File: src/logic/sdCardDefs.svh
`ifndef SD_CARD_DEFS_SVH
`define SD_CARD_DEFS_SVH

// ==========================================================================
// Bus framing
// ==========================================================================
`define SD_CMD_BITS     48
`define SD_CRC7_BITS    7
`define SD_CRC16_BITS   16
`define SD_LANES        4

// Read blocks
`define SD_BLOCK_BYTES  512
`define SD_READ_GAP     2

// Cycles from respStart to the response start bit
`define SD_NCR_CYCLES   2

// ==========================================================================
// Fixed response words
// ==========================================================================
`define SD_RCA          16'hAAAA
`define SD_R1_STATUS    32'h00000900
`define SD_OCR_READY    32'hC1FF8080

`endif

File: src/logic/sdCardPkg.sv
`include "sdCardDefs.svh"

package sdCardPkg;

    // App flag in bit 6, command index below
    typedef enum logic [6:0] {
        CMD0   = 7'd0,
        CMD3   = 7'd3,
        CMD7   = 7'd7,
        CMD8   = 7'd8,
        CMD12  = 7'd12,
        CMD18  = 7'd18,
        CMD55  = 7'd55,
        ACMD41 = 7'd105
    } sdCmd_t;

    typedef enum logic [1:0] {
        CtrlIdle,
        CtrlRespond,
        CtrlSettle
    } ctrlState_t;

    typedef enum logic [2:0] {
        RdIdle,
        RdStart,
        RdPayload,
        RdCrc,
        RdEnd,
        RdGap
    } readState_t;

    // x^7 + x^3 + 1, one bit per call
    function automatic logic [`SD_CRC7_BITS-1:0] crc7Next(
        input logic [`SD_CRC7_BITS-1:0] crc,
        input logic                     din
    );
        logic fb;
        fb = din ^ crc[6];
        return {crc[5:3], crc[2] ^ fb, crc[1:0], fb};
    endfunction

    // x^16 + x^12 + x^5 + 1
    function automatic logic [`SD_CRC16_BITS-1:0] crc16Next(
        input logic [`SD_CRC16_BITS-1:0] crc,
        input logic                      din
    );
        logic fb;
        fb = din ^ crc[15];
        return {crc[14:12], crc[11] ^ fb, crc[10:5], crc[4] ^ fb, crc[3:0], fb};
    endfunction

endpackage

File: src/logic/cmdReceiver.sv
`timescale 1ns/1ps
`include "sdCardDefs.svh"

module cmdReceiver (
    input  logic        clk,
    input  logic        rst_,
    input  logic        cmdIn,
    output logic        cmdValid,
    output logic [5:0]  cmdIndex,
    output logic [31:0] cmdArg
);
    import sdCardPkg::*;

    // Bits covered by the CRC7
    localparam int CrcSpan = `SD_CMD_BITS - `SD_CRC7_BITS - 1;
    localparam int CntW = $clog2(`SD_CMD_BITS);

    logic                     active;
    logic [CntW-1:0]          bitCnt;
    logic [`SD_CMD_BITS-2:0]  shiftReg;
    logic [`SD_CRC7_BITS-1:0] crc;
    logic                     frameOk;

    // Checked while the end bit is still on cmdIn
    assign frameOk = shiftReg[`SD_CMD_BITS-3]
                     && (shiftReg[`SD_CRC7_BITS-1:0] == crc)
                     && cmdIn;

    always_ff @(posedge clk) begin
        if (!rst_) begin
            active   <= 1'b0;
            bitCnt   <= '0;
            crc      <= '0;
            cmdValid <= 1'b0;
        end else begin
            cmdValid <= 1'b0;
            if (!active) begin
                // Start bit
                if (!cmdIn) begin
                    active <= 1'b1;
                    bitCnt <= CntW'(1);
                    crc    <= crc7Next('0, cmdIn);
                end
            end else begin
                bitCnt <= bitCnt + 1'b1;
                if (bitCnt < CrcSpan) begin
                    crc <= crc7Next(crc, cmdIn);
                end
                if (bitCnt == `SD_CMD_BITS - 1) begin
                    active   <= 1'b0;
                    cmdValid <= frameOk;
                end
            end
        end
    end

    // Free-running shifter, stale bits fall out before the frame ends
    always_ff @(posedge clk) begin
        shiftReg <= {shiftReg[`SD_CMD_BITS-3:0], cmdIn};
        if (active && bitCnt == `SD_CMD_BITS - 1) begin
            cmdIndex <= shiftReg[44:39];
            cmdArg   <= shiftReg[38:7];
        end
    end

endmodule

File: src/logic/cardControl.sv
`timescale 1ns/1ps
`include "sdCardDefs.svh"

module cardControl (
    input  logic        clk,
    input  logic        rst_,
    input  logic        cmdValid,
    input  logic [5:0]  cmdIndex,
    input  logic [31:0] cmdArg,
    input  logic        respDone,
    output logic        respStart,
    output logic        respNoCrc,
    output logic [5:0]  respIndex,
    output logic [31:0] respArg,
    output logic        readStart,
    output logic        readStop
);
    import sdCardPkg::*;

    ctrlState_t  state;
    sdCmd_t      op;
    sdCmd_t      lastOp;
    logic        appFlag;
    logic        selected;
    logic [15:0] rca;

    // Decoded response for the command on the inputs
    logic        needResp;
    logic [5:0]  nextIndex;
    logic [31:0] nextArg;
    logic        nextNoCrc;

    // Only ACMD41 takes the app bit, other indices after CMD55 decode as plain commands
    assign op = sdCmd_t'({appFlag && (cmdIndex == 6'd41), cmdIndex});

    // ======================================================================
    // Response decode
    // ======================================================================
    always_comb begin
        needResp  = 1'b1;
        nextIndex = cmdIndex;
        nextArg   = `SD_R1_STATUS;
        nextNoCrc = 1'b0;
        case (op)
            CMD0: begin
                needResp = 1'b0;
            end
            CMD3: begin
                nextArg = {`SD_RCA, 16'h0520};
            end
            CMD7: begin
                // Silent unless addressed to us
                needResp = (cmdArg[31:16] == rca);
                nextArg  = 32'h00000700;
            end
            CMD8: begin
                nextArg = {20'h00000, cmdArg[11:0]};
            end
            CMD12, CMD18: begin
                nextArg = `SD_R1_STATUS;
            end
            CMD55: begin
                nextArg = 32'h00000120;
            end
            ACMD41: begin
                nextIndex = 6'h3F;
                nextArg   = `SD_OCR_READY;
                nextNoCrc = 1'b1;
            end
            default: begin
                needResp = 1'b0;
            end
        endcase
    end

    // ======================================================================
    // Card state
    // ======================================================================
    always_ff @(posedge clk) begin
        if (!rst_) begin
            state     <= CtrlIdle;
            appFlag   <= 1'b0;
            selected  <= 1'b0;
            rca       <= '0;
            respStart <= 1'b0;
        end else begin
            respStart <= 1'b0;
            case (state)
                CtrlIdle: begin
                    if (cmdValid) begin
                        appFlag <= (op == CMD55);
                        case (op)
                            CMD0: begin
                                rca      <= '0;
                                selected <= 1'b0;
                            end
                            CMD3: rca <= `SD_RCA;
                            CMD7: begin
                                if (needResp) begin
                                    selected <= 1'b1;
                                end
                            end
                            default: ;
                        endcase
                        if (needResp) begin
                            respStart <= 1'b1;
                            state     <= CtrlRespond;
                        end
                    end
                end
                CtrlRespond: begin
                    if (respDone) begin
                        state <= CtrlSettle;
                    end
                end
                // One cycle for the read strobes
                CtrlSettle: state <= CtrlIdle;
                default:    state <= CtrlIdle;
            endcase
        end
    end

    // Response fields held for the transmitter
    always_ff @(posedge clk) begin
        if (state == CtrlIdle && cmdValid) begin
            lastOp    <= op;
            respIndex <= nextIndex;
            respArg   <= nextArg;
            respNoCrc <= nextNoCrc;
        end
    end

    // Reads only stream to a selected card
    assign readStart = (state == CtrlSettle) && (lastOp == CMD18) && selected;
    assign readStop  = (state == CtrlSettle) && (lastOp == CMD12);

endmodule

File: src/logic/respTransmitter.sv
`timescale 1ns/1ps
`include "sdCardDefs.svh"

module respTransmitter (
    input  logic        clk,
    input  logic        rst_,
    input  logic        respStart,
    input  logic        respNoCrc,
    input  logic [5:0]  respIndex,
    input  logic [31:0] respArg,
    output logic        cmdOut,
    output logic        cmdOe,
    output logic        respDone
);
    import sdCardPkg::*;

    // Start, transmission, index and argument
    localparam int HdrBits = `SD_CMD_BITS - `SD_CRC7_BITS - 1;
    localparam int CntW = $clog2(`SD_CMD_BITS);
    localparam int GapW = $clog2(`SD_NCR_CYCLES + 1);

    logic                     waiting;
    logic [GapW-1:0]          gapCnt;
    logic [CntW-1:0]          bitCnt;
    logic [HdrBits-1:0]       shiftReg;
    logic [`SD_CRC7_BITS-1:0] crc;
    logic                     noCrc;

    // ACMD41 sends ones in place of the CRC
    always_comb begin
        if (!cmdOe) begin
            cmdOut = 1'b1;
        end else if (bitCnt < HdrBits) begin
            cmdOut = shiftReg[HdrBits-1];
        end else if (bitCnt < `SD_CMD_BITS - 1) begin
            cmdOut = noCrc | crc[`SD_CRC7_BITS-1];
        end else begin
            cmdOut = 1'b1;
        end
    end

    always_ff @(posedge clk) begin
        if (!rst_) begin
            waiting  <= 1'b0;
            gapCnt   <= '0;
            bitCnt   <= '0;
            cmdOe    <= 1'b0;
            respDone <= 1'b0;
        end else begin
            respDone <= 1'b0;
            if (respStart) begin
                waiting <= 1'b1;
                gapCnt  <= GapW'(`SD_NCR_CYCLES - 1);
            end else if (waiting) begin
                // NCR gap
                gapCnt <= gapCnt - 1'b1;
                if (gapCnt == GapW'(1)) begin
                    waiting <= 1'b0;
                    cmdOe   <= 1'b1;
                    bitCnt  <= '0;
                end
            end else if (cmdOe) begin
                bitCnt <= bitCnt + 1'b1;
                if (bitCnt == `SD_CMD_BITS - 1) begin
                    cmdOe    <= 1'b0;
                    respDone <= 1'b1;
                end
            end
        end
    end

    always_ff @(posedge clk) begin
        if (respStart) begin
            shiftReg <= {2'b00, respIndex, respArg};
            noCrc    <= respNoCrc;
        end else if (waiting) begin
            crc <= '0;
        end else if (cmdOe) begin
            if (bitCnt < HdrBits) begin
                crc      <= crc7Next(crc, shiftReg[HdrBits-1]);
                shiftReg <= shiftReg << 1;
            end else begin
                crc <= crc << 1;
            end
        end
    end

endmodule

File: src/logic/readDataTx.sv
`timescale 1ns/1ps
`include "sdCardDefs.svh"

module readDataTx (
    input  logic                 clk,
    input  logic                 rst_,
    input  logic                 readStart,
    input  logic                 readStop,
    output logic [`SD_LANES-1:0] datOut,
    output logic                 datOe
);
    import sdCardPkg::*;

    localparam int NibCount = `SD_BLOCK_BYTES * 2;
    localparam int NibW = $clog2(NibCount);
    localparam int CrcW = $clog2(`SD_CRC16_BITS);
    localparam int GapW = $clog2(`SD_READ_GAP + 1);

    readState_t           state;
    logic [NibW-1:0]      nibCnt;
    logic [CrcW-1:0]      crcCnt;
    logic [GapW-1:0]      gapCnt;
    logic [7:0]           blkCnt;
    logic                 stopPending;
    logic [7:0]           byteVal;
    logic [`SD_LANES-1:0] nibble;

    logic [`SD_CRC16_BITS-1:0] crc [`SD_LANES];

    // Byte k of block b is (b + k) mod 256, high nibble first
    assign byteVal = blkCnt + nibCnt[8:1];
    assign nibble  = nibCnt[0] ? byteVal[3:0] : byteVal[7:4];

    // ======================================================================
    // Lane drive
    // ======================================================================
    always_comb begin
        datOe  = 1'b1;
        datOut = '1;
        case (state)
            RdStart:   datOut = '0;
            RdPayload: datOut = nibble;
            RdCrc: begin
                for (int i = 0; i < `SD_LANES; i++) begin
                    datOut[i] = crc[i][`SD_CRC16_BITS-1];
                end
            end
            RdEnd:     datOut = '1;
            default:   datOe = 1'b0;
        endcase
    end

    // ======================================================================
    // Block sequencer
    // ======================================================================
    always_ff @(posedge clk) begin
        if (!rst_) begin
            state       <= RdIdle;
            nibCnt      <= '0;
            crcCnt      <= '0;
            gapCnt      <= '0;
            blkCnt      <= '0;
            stopPending <= 1'b0;
        end else begin
            if (readStop && state != RdIdle) begin
                stopPending <= 1'b1;
            end
            case (state)
                RdIdle: begin
                    if (readStart) begin
                        state       <= RdStart;
                        blkCnt      <= '0;
                        stopPending <= 1'b0;
                    end
                end
                RdStart: begin
                    state  <= RdPayload;
                    nibCnt <= '0;
                end
                RdPayload: begin
                    nibCnt <= nibCnt + 1'b1;
                    if (nibCnt == NibW'(NibCount - 1)) begin
                        state  <= RdCrc;
                        crcCnt <= '0;
                    end
                end
                RdCrc: begin
                    crcCnt <= crcCnt + 1'b1;
                    if (crcCnt == CrcW'(`SD_CRC16_BITS - 1)) begin
                        state <= RdEnd;
                    end
                end
                RdEnd: begin
                    blkCnt <= blkCnt + 1'b1;
                    // Stop only lands on a block boundary
                    if (stopPending || readStop) begin
                        state <= RdIdle;
                    end else begin
                        state  <= RdGap;
                        gapCnt <= GapW'(`SD_READ_GAP - 1);
                    end
                end
                RdGap: begin
                    gapCnt <= gapCnt - 1'b1;
                    if (stopPending || readStop) begin
                        state <= RdIdle;
                    end else if (gapCnt == '0) begin
                        state <= RdStart;
                    end
                end
                default: state <= RdIdle;
            endcase
        end
    end

    // Per-lane CRC16, shifted out MSB first after the payload
    always_ff @(posedge clk) begin
        for (int i = 0; i < `SD_LANES; i++) begin
            if (state == RdStart) begin
                crc[i] <= '0;
            end else if (state == RdPayload) begin
                crc[i] <= crc16Next(crc[i], nibble[i]);
            end else if (state == RdCrc) begin
                crc[i] <= crc[i] << 1;
            end
        end
    end

endmodule

File: src/logic/sdCardEmu.sv
`timescale 1ns/1ps
`include "sdCardDefs.svh"

module sdCardEmu (
    input  logic                 clk,
    input  logic                 rst_,
    input  logic                 cmdIn,
    output logic                 cmdOut,
    output logic                 cmdOe,
    output logic [`SD_LANES-1:0] datOut,
    output logic                 datOe
);

    // Command path
    logic        cmdValid;
    logic [5:0]  cmdIndex;
    logic [31:0] cmdArg;

    // Response path
    logic        respStart;
    logic        respNoCrc;
    logic [5:0]  respIndex;
    logic [31:0] respArg;
    logic        respDone;

    // Read path
    logic        readStart;
    logic        readStop;

    cmdReceiver i_cmdReceiver (
        .clk      (clk),
        .rst_     (rst_),
        .cmdIn    (cmdIn),
        .cmdValid (cmdValid),
        .cmdIndex (cmdIndex),
        .cmdArg   (cmdArg)
    );

    cardControl i_cardControl (
        .clk       (clk),
        .rst_      (rst_),
        .cmdValid  (cmdValid),
        .cmdIndex  (cmdIndex),
        .cmdArg    (cmdArg),
        .respDone  (respDone),
        .respStart (respStart),
        .respNoCrc (respNoCrc),
        .respIndex (respIndex),
        .respArg   (respArg),
        .readStart (readStart),
        .readStop  (readStop)
    );

    respTransmitter i_respTransmitter (
        .clk       (clk),
        .rst_      (rst_),
        .respStart (respStart),
        .respNoCrc (respNoCrc),
        .respIndex (respIndex),
        .respArg   (respArg),
        .cmdOut    (cmdOut),
        .cmdOe     (cmdOe),
        .respDone  (respDone)
    );

    readDataTx i_readDataTx (
        .clk       (clk),
        .rst_      (rst_),
        .readStart (readStart),
        .readStop  (readStop),
        .datOut    (datOut),
        .datOe     (datOe)
    );

endmodule

File: config.mk
export PLATFORM = sky130hd
export DESIGN_NAME = sdCardEmu
export DESIGN_NICKNAME = d
export VERILOG_FILES = /design/src/logic/sdCardPkg.sv /design/src/logic/cmdReceiver.sv /design/src/logic/cardControl.sv /design/src/logic/respTransmitter.sv /design/src/logic/readDataTx.sv /design/src/logic/sdCardEmu.sv
export VERILOG_INCLUDE_DIRS = /design/src /design/src/logic
export SDC_FILE = /design/constraint.sdc
export NUM_CORES = 1
export LEC_CHECK = 0
export CELL_PAD_IN_SITES_DETAIL_PLACEMENT = 0
export CELL_PAD_IN_SITES_GLOBAL_PLACEMENT = 1
export CORE_ASPECT_RATIO = 0.7
export CORE_UTILIZATION = 56
export DETAILED_ROUTE_END_ITERATION = 12
export DONT_BUFFER_PORTS = 1
export PLACE_DENSITY = 0.91
export SETUP_SLACK_MARGIN = 0.15
export SLEW_MARGIN = 10
export SYNTH_ARGS = -nofsm -noshare
export SYNTH_HDL_FRONTEND = slang
export SYNTH_SLANG_ARGS = --single-unit
File: constraint.sdc
create_clock -name clk -period 6.04 [get_ports clk]
set_input_delay 0.302 -clock clk [delete_from_list [all_inputs] [get_ports clk]]
set_output_delay 0.302 -clock clk [all_outputs]
set_load 0.005 [all_outputs]
==> results.toml, run 1 <==
[place]
place.gp.congestion = 0.828
dpl_cell_area_um2 = 11200
port-buffer-count = 0
dp_hpwl_mm = 11.5

[pwr]
vdd_drop_max_v = 0.000234
leakage_nw = 4.31
power.density_nw_per_um2 = 385

[synthesis]
synthAdderAreaFrac_pct = 1.79
synth_nets = 895
syn_area_um2 = 10900
ys.flop_type = "edfxtp_1"
ys_seq_elements = 281
syn_avg_cell_area_um2 = 12.5
synth-simple-area-share_pct = 15.7
synth-compound-area-share_pct = 7.67
synthTopCellsByArea = "edfxtp_1 48%, dfxtp_1 20%, and2_1 3.7%"
yosysSeqAreaShare_pct = 67.3
synth-xor-area-share_pct = 2.53
synth_edf_count = 173
yosysWarnings = 0
synthCells = 877
synthMuxAreaShare_pct = 2.56
synth_top_family_by_area = "simple AND/OR/NAND/NOR gates"
yosys.area.top_type_share_pct = 47.5
synth_cell_types = 64
async_flop_share_pct = 0
netlist.top_cell.by_area = "edfxtp_1"

[cells_and_area]
regArea_um2 = 7360
diodes = 0
postLayoutCoreUtil_pct = 63.7
nFillCells = 1421
final_nets = 895
final_cell_mix = "173 x edfxtp_1, 107 x dfxtp_1, 79 x nor2_1"
design_area_um2 = 12100
final_layout_size_suffix_gt1_share_pct = 10.1
synthToLayoutAreaGrowth_pct = 10.9
final_common_cell = "edfxtp_1"
multi_input_comb_area_um2 = 3330

[timing]
slew_headroom_pct = 22.5
finalHoldViolCount = 0
min_period_over_period_pct = 51.5
drv_slew = 0
fin_setup_tns_ns = 0
period_needed_ns = 3.11
setup_violations = 0
rsz0062_at_grt = "false"
worst_pin_slew_ns = 1.16
finClkSkew_ns = 0.00560
max_freq_mhz = 321

[min_path]
hold_path_class = "input port to flop"
min_from = "cmdIn"
hold_path_end = "i_cmdReceiver.crc[0]$_SDFFE_PN0P_"
hold_depth = 3

[clocking]
cts_buffers = 26
cts_num_sinks = 281
cts_root_buf = "clkbuf_16"
cts.repair.resized = 0
holdBufCountCts = 2
clkLatencyLatePin_ns = 0.52
path_clk_slew_ns = 0.07
post-cts-setup-buffers = 0
cts_buffer_depth = 3
cts_tree = "built"
cts-htree-levels = 1

[run_status]
outcome = "finished clean"

[critical_path]
endpoint_kind = "primary output"
critPathKind = "flop to primary output"
r2r-end = "i_readDataTx.nibCnt[4]$_SDFFE_PN0P_"
cp_slowest_cell = "nor2b_2"
critical_path.max_stage_delay_ns = 0.80
crit_path_start_kind = "flop"
crit_fanout = 30
r2r_cells = 4
crit_chain = "nor2b_2, nand2b_1, o22ai_1"
reg2reg_slack_ns = 3.37
r2r-start = "i_readDataTx.state[1]$_SDFFE_PN0P_"
crit_required_ns = 5.74
worstPathArrival_ns = 2.81

[floorplan]
die_y_um = 119
die_area_um2 = 20100
start_util_pct = 57.5
rows = 42
io_pins = 10
die_x_um = 169
core_area_um2 = 19000

[drt]
vias = 6346
drtPass1Iterations = 5
viasPerCell = 5.47
wirelength_mm = 18.4
drtIter0Drc = 542
ant_nets = 0
avgRoutedWirePerCell_um = 15.9
drc = 0

[run]
cap_violations = 0

[global_routing]
grt_max_degree = 53
grt_overflow = 0
grt_pass1_vias = 5882
antenna_found_initial = 0
grt_pass1_wl_mm = 30.3
grt_use_total_pct = 18.8
synth_stat cells (all sizes together), types with 6 or more instances:
| library cell | n |
|---|---|
| mux2 | 18 |
| or3 | 8 |
| nand2 | 44 |
| dfxtp | 108 |
| o211ai | 8 |
| and3 | 7 |
| inv | 32 |
| xnor2 | 7 |
| a21o | 6 |
| mux2i | 7 |
| nor2 | 80 |
| buf | 8 |
| xor2 | 22 |
| edfxtp | 173 |
| nor3 | 17 |
| and2 | 65 |
| or2 | 9 |
| o21ai | 37 |
| nand4 | 12 |
| ha | 14 |
| a21oi | 44 |
| nor2b | 17 |
| nand2b | 12 |
| nand3b | 8 |
| a211oi | 8 |
| a31oi | 8 |
| clkbuf | 27 |
| nand3 | 23 |
metrics by stage:
step / hold slack [ns] / std cells / setup slack [ns] / power (mW)
after floorplan: 0.310 / 877 / 2.19 / 2.86
after global placement: 0.313 / 1111 / 3.43 / 2.99
after detailed placement: 0.314 / 1111 / 3.37 / 3.01
after CTS: 0.0154 / 1161 / 2.87 / 4.71
after global routing: 0.0190 / 1161 / 2.60 / 4.85
final: 0.0443 / 1161 / 2.93 / 4.66
worst max path at each step:
stage	from	endpoint	slack (ns)	cells past startpoint
after global routing	i_readDataTx.state[1]$_SDFFE_PN0P_	datOut[2]	2.60	3
after detailed placement	i_readDataTx.state[1]$_SDFFE_PN0P_	i_readDataTx.nibCnt[4]$_SDFFE_PN0P_	3.37	4
final	i_readDataTx.state[1]$_SDFFE_PN0P_	datOut[3]	2.93	3
after floorplan	i_cmdReceiver.active$_SDFF_PN0_	i_cmdReceiver.cmdArg[0]$_DFFE_PP_	2.19	3
after global placement	i_readDataTx.state[1]$_SDFFE_PN0P_	i_readDataTx.nibCnt[4]$_SDFFE_PN0P_	3.43	4
after CTS	i_readDataTx.state[1]$_SDFFE_PN0P_	datOut[2]	2.87	3
critical path: cells and delay by family, from the launching register on:
family          cells  cell delay, ns
flops               1            0.51
compound gates      1            0.37
simple gates        2            1.41
registers in the layout (all words and copies together), names as in the netlist, 4 cells and up:
| register | flops |
|---|---|
| i_cmdReceiver.bitCnt | 6 |
| i_cmdReceiver.crc | 7 |
| i_cmdReceiver.cmdIndex | 6 |
| i_cardControl.lastOp | 7 |
| i_respTransmitter.bitCnt | 6 |
| i_cmdReceiver.cmdArg | 28 |
| i_readDataTx.crc | 64 |
| i_respTransmitter.shiftReg | 40 |
| i_cardControl.respIndex | 6 |
| i_cardControl.respArg | 15 |
| i_readDataTx.blkCnt | 8 |
| i_respTransmitter.crc | 7 |
| i_cmdReceiver.shiftReg | 46 |
| i_readDataTx.crcCnt | 4 |
| i_readDataTx.nibCnt | 10 |
layer usage:
layer  global-route usage [%]  routed length, um  up-vias
met5                        0                  0        -
li1                         -                  -     3146
met1                     30.9               9440     3011
met3                     3.49               1140       26
met4                     4.11                267        0
met2                     25.7               7580      163
kinds of logic after synthesis:
| group | count (synthesis) |
|---|---|
| AOI/OAI and AO/OA | 137 |
| xor gates and xnor gates | 30 |
| adders and majority gates | 15 |
| buffers and inverters | 67 |
| DFF | 281 |
| muxes | 25 |
| and+or+nand+nor | 322 |
report_power, final:
| group | total (mW) | switching [mW] | leakage, nW | internal [mW] |
|---|---|---|---|---|
| combinational | 0.538 | 0.356 | 1.39 | 0.182 |
| clock | 1.70 | 0.685 | 0.466 | 1.01 |
| sequential | 2.43 | 0.109 | 2.45 | 2.32 |
| total | 4.66 | 1.15 | 4.31 | 3.51 |
layout make-up:
| class | count | area share, % |
|---|---|---|
| inverter | 32 | 0.991 |
| timing repair buffer | 7 | 0.475 |
| clock inverter | 8 | 0.403 |
| multi-input combinational | 529 | 27.4 |
| tap | 264 | 2.73 |
| clock buffer | 40 | 7.27 |
| sequential | 281 | 60.7 |
Note: power is estimated with default switching activity, not from simulation.
==> run 2: changes to the inputs <==
- CORE_UTILIZATION: 56 -> 47
- PLACE_DENSITY: 0.91 -> 0.82
- clock period: 6.04 -> 2.8 ns (I/O delays scaled with it)
==> results.toml, run 2 (same netlist as run 1, synthesis figures left out) <==
[run_status]
outcome = "finished clean"

[critical_path]
critPathKind = "flop to primary output"
r2r_cells = 8
crit_fanout = 5
critical_path.max_stage_delay_ns = 0.43
worstPathArrival_ns = 2.43
crit_required_ns = 2.66
r2r-end = "i_readDataTx.crc[2][12]$_SDFFCE_PN0P_"
r2r-start = "i_readDataTx.blkCnt[0]$_SDFFE_PN0P_"
crit_path_start_kind = "flop"
cp_slowest_cell = "or3b_4"
endpoint_kind = "primary output"
reg2reg_slack_ns = 0.37
crit_chain = "ha_2, fa_2, a211oi_2, nor3_1, or3b_4, o22ai_4"

[min_path]
min_from = "cmdIn"
hold_path_class = "input port to flop"
hold_depth = 3
hold_path_end = "i_cmdReceiver.bitCnt[3]$_SDFFE_PN0P_"

[pwr]
p_int_mw = 7.65
switching_share_pct = 25.0
vdd_drop_max_v = 0.000519
power.density_nw_per_um2 = 829
clock_power_share_pct = 35.7
p_comb_share_pct = 13.2
p_seq_share_pct = 51.1
leakage_nw = 4.34
p_sw_mw = 2.55

[timing]
worst_pin_slew_ns = 0.831
rsz0062_at_grt = "true"
timing.final.ws_setup_ns = 0.226
drv_slew = 0
hold_ws_ns = 0.0574
slew_headroom_pct = 44.5
min_period_over_period_pct = 91.9
fin_setup_tns_ns = 0
period_needed_ns = 2.57
max_freq_mhz = 389
setup_violations = 0
finClkSkew_ns = 0.00792
finalHoldViolCount = 0

[place]
dp_hpwl_mm = 11.7
port-buffer-count = 0
dpl_cell_area_um2 = 11300
place.gp.congestion = 0.787
place_ws_ns = 0.188

[clocking]
cts_root_buf = "clkbuf_16"
clkLatencyLatePin_ns = 0.52
path_clk_slew_ns = 0.06
cts_tree = "built"
cts_buffers = 27
cts_num_sinks = 281
cts_buffer_depth = 3
cts-htree-levels = 1

[drt]
vias = 6342
avgRoutedWirePerCell_um = 15.2
wirelength_mm = 18.6
ant_nets = 0
drc = 0
viasPerCell = 5.19
drtIter0Drc = 502
drtPass1Iterations = 4

[global_routing]
antenna_found_initial = 0
grt_overflow = 0
grt_max_degree = 47
grt_pass1_vias = 5811
grt_pass1_wl_mm = 30.6
grt_use_total_pct = 16.0

[cells_and_area]
diodes = 0
nFillCells = 1905
final_cell_mix = "173 x edfxtp_1, 104 x dfxtp_1, 79 x nor2_1"
largest_register_ffs = 64
synthToLayoutAreaGrowth_pct = 12.5
postLayoutCoreUtil_pct = 54.1
design_area_um2 = 12300
top_register = "i_readDataTx.crc"
final_nets = 908
final_common_cell = "edfxtp_1"
final_layout_size_suffix_gt1_share_pct = 11.9
largestRegisters = "i_readDataTx.crc (64), i_cmdReceiver.shiftReg (46), i_respTransmitter.shiftReg (40)"

[floorplan]
die_y_um = 130
rows = 46
io_pins = 10
die_area_um2 = 23900
die_x_um = 184
start_util_pct = 48.1
core_area_um2 = 22700

[run]
cap_violations = 0
## run 2: cell types whose count changed in the layout (fill, tap and decap cells not counted), moves of 4 or more
cell and delta:
clkbuf_16 -5, clkbuf_8 -5, bufinv_16 +4, clkinv_1 +6, buf_4 +11
## run 2: worst max-delay path, delay by kind of cell (launching register included)
family / cells / cell delay, ns
DFF: 1 / 0.34
adders and majority gates: 2 / 0.59
and+or+nand+nor: 2 / 0.52
AOI/OAI and AO/OA: 2 / 0.46
## run 2: timing repair
action / in CTS / in global routing
hold buffers: 2 / 0
setup endpoints to repair: 3 / 6
pin swaps: 2 / 3
gates resized for setup: 3 / 8
endpoints found under the hold margin: 19 / 0
buffers inserted: 1 / 0
## run 2: cell type report
cell class	count	area (um2)	area share [%]
clock buffers	32	694	5.65
clock inverters	18	200	1.63
inverters	32	120	0.977
multi-input cells	529	3370	27.4
flip-flops and latches	281	7360	59.9
well taps	312	390	3.17
repair buffers	19	160	1.30
## run 2: worst max path at each step
stage | from | endpoint | slack (ns)
floorplan | i_cmdReceiver.active$_SDFF_PN0_ | i_cmdReceiver.cmdArg[0]$_DFFE_PP_ | 0.20
global placement | i_readDataTx.blkCnt[0]$_SDFFE_PN0P_ | i_readDataTx.crc[2][12]$_SDFFCE_PN0P_ | 0.27
detailed placement | i_readDataTx.blkCnt[0]$_SDFFE_PN0P_ | i_readDataTx.crc[2][12]$_SDFFCE_PN0P_ | 0.19
CTS | i_readDataTx.blkCnt[0]$_SDFFE_PN0P_ | datOut[2] | 0.10
global route | i_readDataTx.blkCnt[2]$_SDFFE_PN0P_ | datOut[3] | 0.1
finish | i_readDataTx.blkCnt[0]$_SDFFE_PN0P_ | datOut[2] | 0.23
## run 2: power groups by stage
stage | clock network (mW) | logic (mW) | registers, mW
floorplan | 0 | 0.950 | 5.20
global placement | 0 | 1.28 | 5.29
detailed placement | 0 | 1.31 | 5.29
CTS | 3.74 | 1.33 | 5.21
global route | 3.91 | 1.49 | 5.26
finish | 3.65 | 1.34 | 5.21
## run 2: through the flow
step                      power [mW]  cells
after floorplan                 6.15    877
after global placement          6.57   1170
after detailed placement        6.60   1170
after CTS                       10.3   1223
after global routing            10.7   1223
final                           10.2   1223
## run 2: routing by layer
| metal | track usage [%] | wire length (um) | vias to the layer above |
|---|---|---|---|
| li1 | - | - | 3180 |
| met1 | 25.9 | 10200 | 3021 |
| met2 | 21.5 | 7200 | 108 |
| met3 | 2.73 | 793 | 33 |
| met4 | 4.90 | 421 | 0 |
| met5 | 0 | 0 | - |
==> run 3: changes to the inputs <==
- CORE_UTILIZATION: 47 -> 52
- PLACE_DENSITY: 0.82 -> 0.85
- SETUP_SLACK_MARGIN: 0.15 -> 0.3
- clock period: 2.8 -> 2.65 ns (I/O delays scaled with it)
==> results.toml, run 3 (same netlist as run 1, synthesis figures left out) <==
[run_status]
outcome = "finished clean"

[place]
place_ws_ns = 0.217
dpl.cell_count = 1128
dpl_cell_area_um2 = 11300
place.gp.congestion = 0.812
dp_hpwl_mm = 11.7
port-buffer-count = 0

[timing]
finClkSkew_ns = 0.0192
worst_pin_slew_ns = 0.833
min_period_over_period_pct = 94.9
rsz0062_at_grt = "true"
period_needed_ns = 2.52
max_freq_mhz = 397
slew_headroom_pct = 44.4
finalHoldViolCount = 0
fin_setup_tns_ns = 0
setup_violations = 0
drv_slew = 0
timing.final.ws_setup_ns = 0.134

[critical_path]
worstPathArrival_ns = 2.38
crit_path_start_kind = "flop"
reg2reg_slack_ns = 0.15
r2r_cells = 10
crit_fanout = 3
r2r-end = "i_readDataTx.crc[2][12]$_SDFFCE_PN0P_"
r2r-start = "i_readDataTx.nibCnt[1]$_SDFFE_PN0P_"
crit_required_ns = 2.52
critPathKind = "flop to primary output"
endpoint_kind = "primary output"

[clocking]
cts_buffer_depth = 3
cts_num_sinks = 281
clkLatencyLatePin_ns = 0.53
cts_buffers = 26
cts-htree-levels = 1
path_clk_slew_ns = 0.07
cts_root_buf = "clkbuf_16"
cts_tree = "built"

[cells_and_area]
largest_register_ffs = 64
postLayoutCoreUtil_pct = 61.9
nFillCells = 1569
final_cell_mix = "173 x edfxtp_1, 96 x dfxtp_1, 79 x nor2_1"
multi_input_comb_area_um2 = 3470
layoutNonFillerInstCount = 1191
final_nets = 919
regArea_um2 = 7380
largestRegisters = "i_readDataTx.crc (64), i_cmdReceiver.shiftReg (46), i_respTransmitter.shiftReg (40)"
diodes = 0
design_area_um2 = 12500
top_register = "i_readDataTx.crc"
final_common_cell = "edfxtp_1"
final_layout_size_suffix_gt1_share_pct = 15.1
synthToLayoutAreaGrowth_pct = 14.2

[floorplan]
core_area_um2 = 20200
io_pins = 10
die_area_um2 = 21600
start_util_pct = 54.2
die_y_um = 123
rows = 43
die_x_um = 175

[pwr]
vdd_drop_max_v = 0.000509
leakage_nw = 4.44
power.density_nw_per_um2 = 869

[global_routing]
antenna_found_initial = 0
grt_max_degree = 49
grt_overflow = 0
grt_pass1_vias = 5800
grt_pass1_wl_mm = 30.4
grt_use_total_pct = 17.6

[run]
cap_violations = 0

[drt]
drtPass1Iterations = 5
drtIter0Drc = 564
wirelength_mm = 18.7
ant_nets = 0
vias = 6435
drc = 0
avgRoutedWirePerCell_um = 15.7
viasPerCell = 5.40

[min_path]
hold_path_end = "i_cmdReceiver.bitCnt[3]$_SDFFE_PN0P_"
hold_depth = 3
hold_path_class = "input port to flop"
min_from = "cmdIn"
==> run 3: worst max-delay path by stage <==
stage                                                   start                               endpoint  cells after the start
after floorplan           i_readDataTx.blkCnt[0]$_SDFFE_PN0P_  i_readDataTx.crc[2][12]$_SDFFCE_PN0P_                      8
after global placement    i_readDataTx.blkCnt[0]$_SDFFE_PN0P_   i_readDataTx.crc[2][5]$_SDFFCE_PN0P_                      8
after detailed placement  i_readDataTx.blkCnt[0]$_SDFFE_PN0P_  i_readDataTx.crc[2][12]$_SDFFCE_PN0P_                      8
after CTS                 i_readDataTx.nibCnt[2]$_SDFFE_PN0P_                              datOut[3]                      6
after global routing      i_readDataTx.blkCnt[1]$_SDFFE_PN0P_                              datOut[3]                      6
final                     i_readDataTx.nibCnt[1]$_SDFFE_PN0P_                              datOut[2]                      6
==> run 3: what timing repair did <==
action / CTS / global route
hold buffers: 2 / 0
resized for setup: 25 / 11
pin swaps: 10 / 10
endpoints found under the setup margin: 11 / 15
setup buffers: 9 / 4
endpoints found under the hold margin: 19 / 0
==> run 3: cell type report <==
type / count / area share (%)
timing repair buffer: 31 / 2.20
sequential: 281 / 59.2
clock inverter: 19 / 1.53
inverter: 32 / 0.962
clock buffer: 29 / 5.64
tap: 270 / 2.71
multi-input combinational: 529 / 27.8
==> run 3: power breakdown <==
group | internal, mW | switching, mW
sequential | 5.29 | 0.262
clock | 2.23 | 1.62
combinational | 0.564 | 0.883
total | 8.08 | 2.76
==> run 3: stage by stage <==
| stage | total power, mW | hold slack [ns] |
|---|---|---|
| floorplan | 6.50 | 0.160 |
| global placement | 6.93 | 0.161 |
| detailed placement | 6.96 | 0.161 |
| CTS | 10.9 | 0.0127 |
| global route | 11.3 | 0.0310 |
| finish | 10.8 | 0.0273 |
==> run 3: critical path, cell delays in order (launching register included) <==
cell and delay [ns]:
dfxtp_4 0.36, ha_4 0.17, fa_2 0.38, a211oi_4 0.27, nor3_2 0.08, or3b_4 0.41, o22ai_4 0.18
==> run 3: per-layer routing <==
| layer | share of wire [%] | vias to the layer above | track usage [%] | routed length [um] |
|---|---|---|---|---|
| met2 | 40 | 133 | 22.9 | 7440 |
| met4 | 1.9 | 0 | 4.73 | 346 |
| met3 | 5.0 | 27 | 2.98 | 942 |
| met1 | 53 | 3079 | 29.4 | 9950 |
| met5 | 0 | - | 0 | 0 |
| li1 | - | 3196 | - | - |
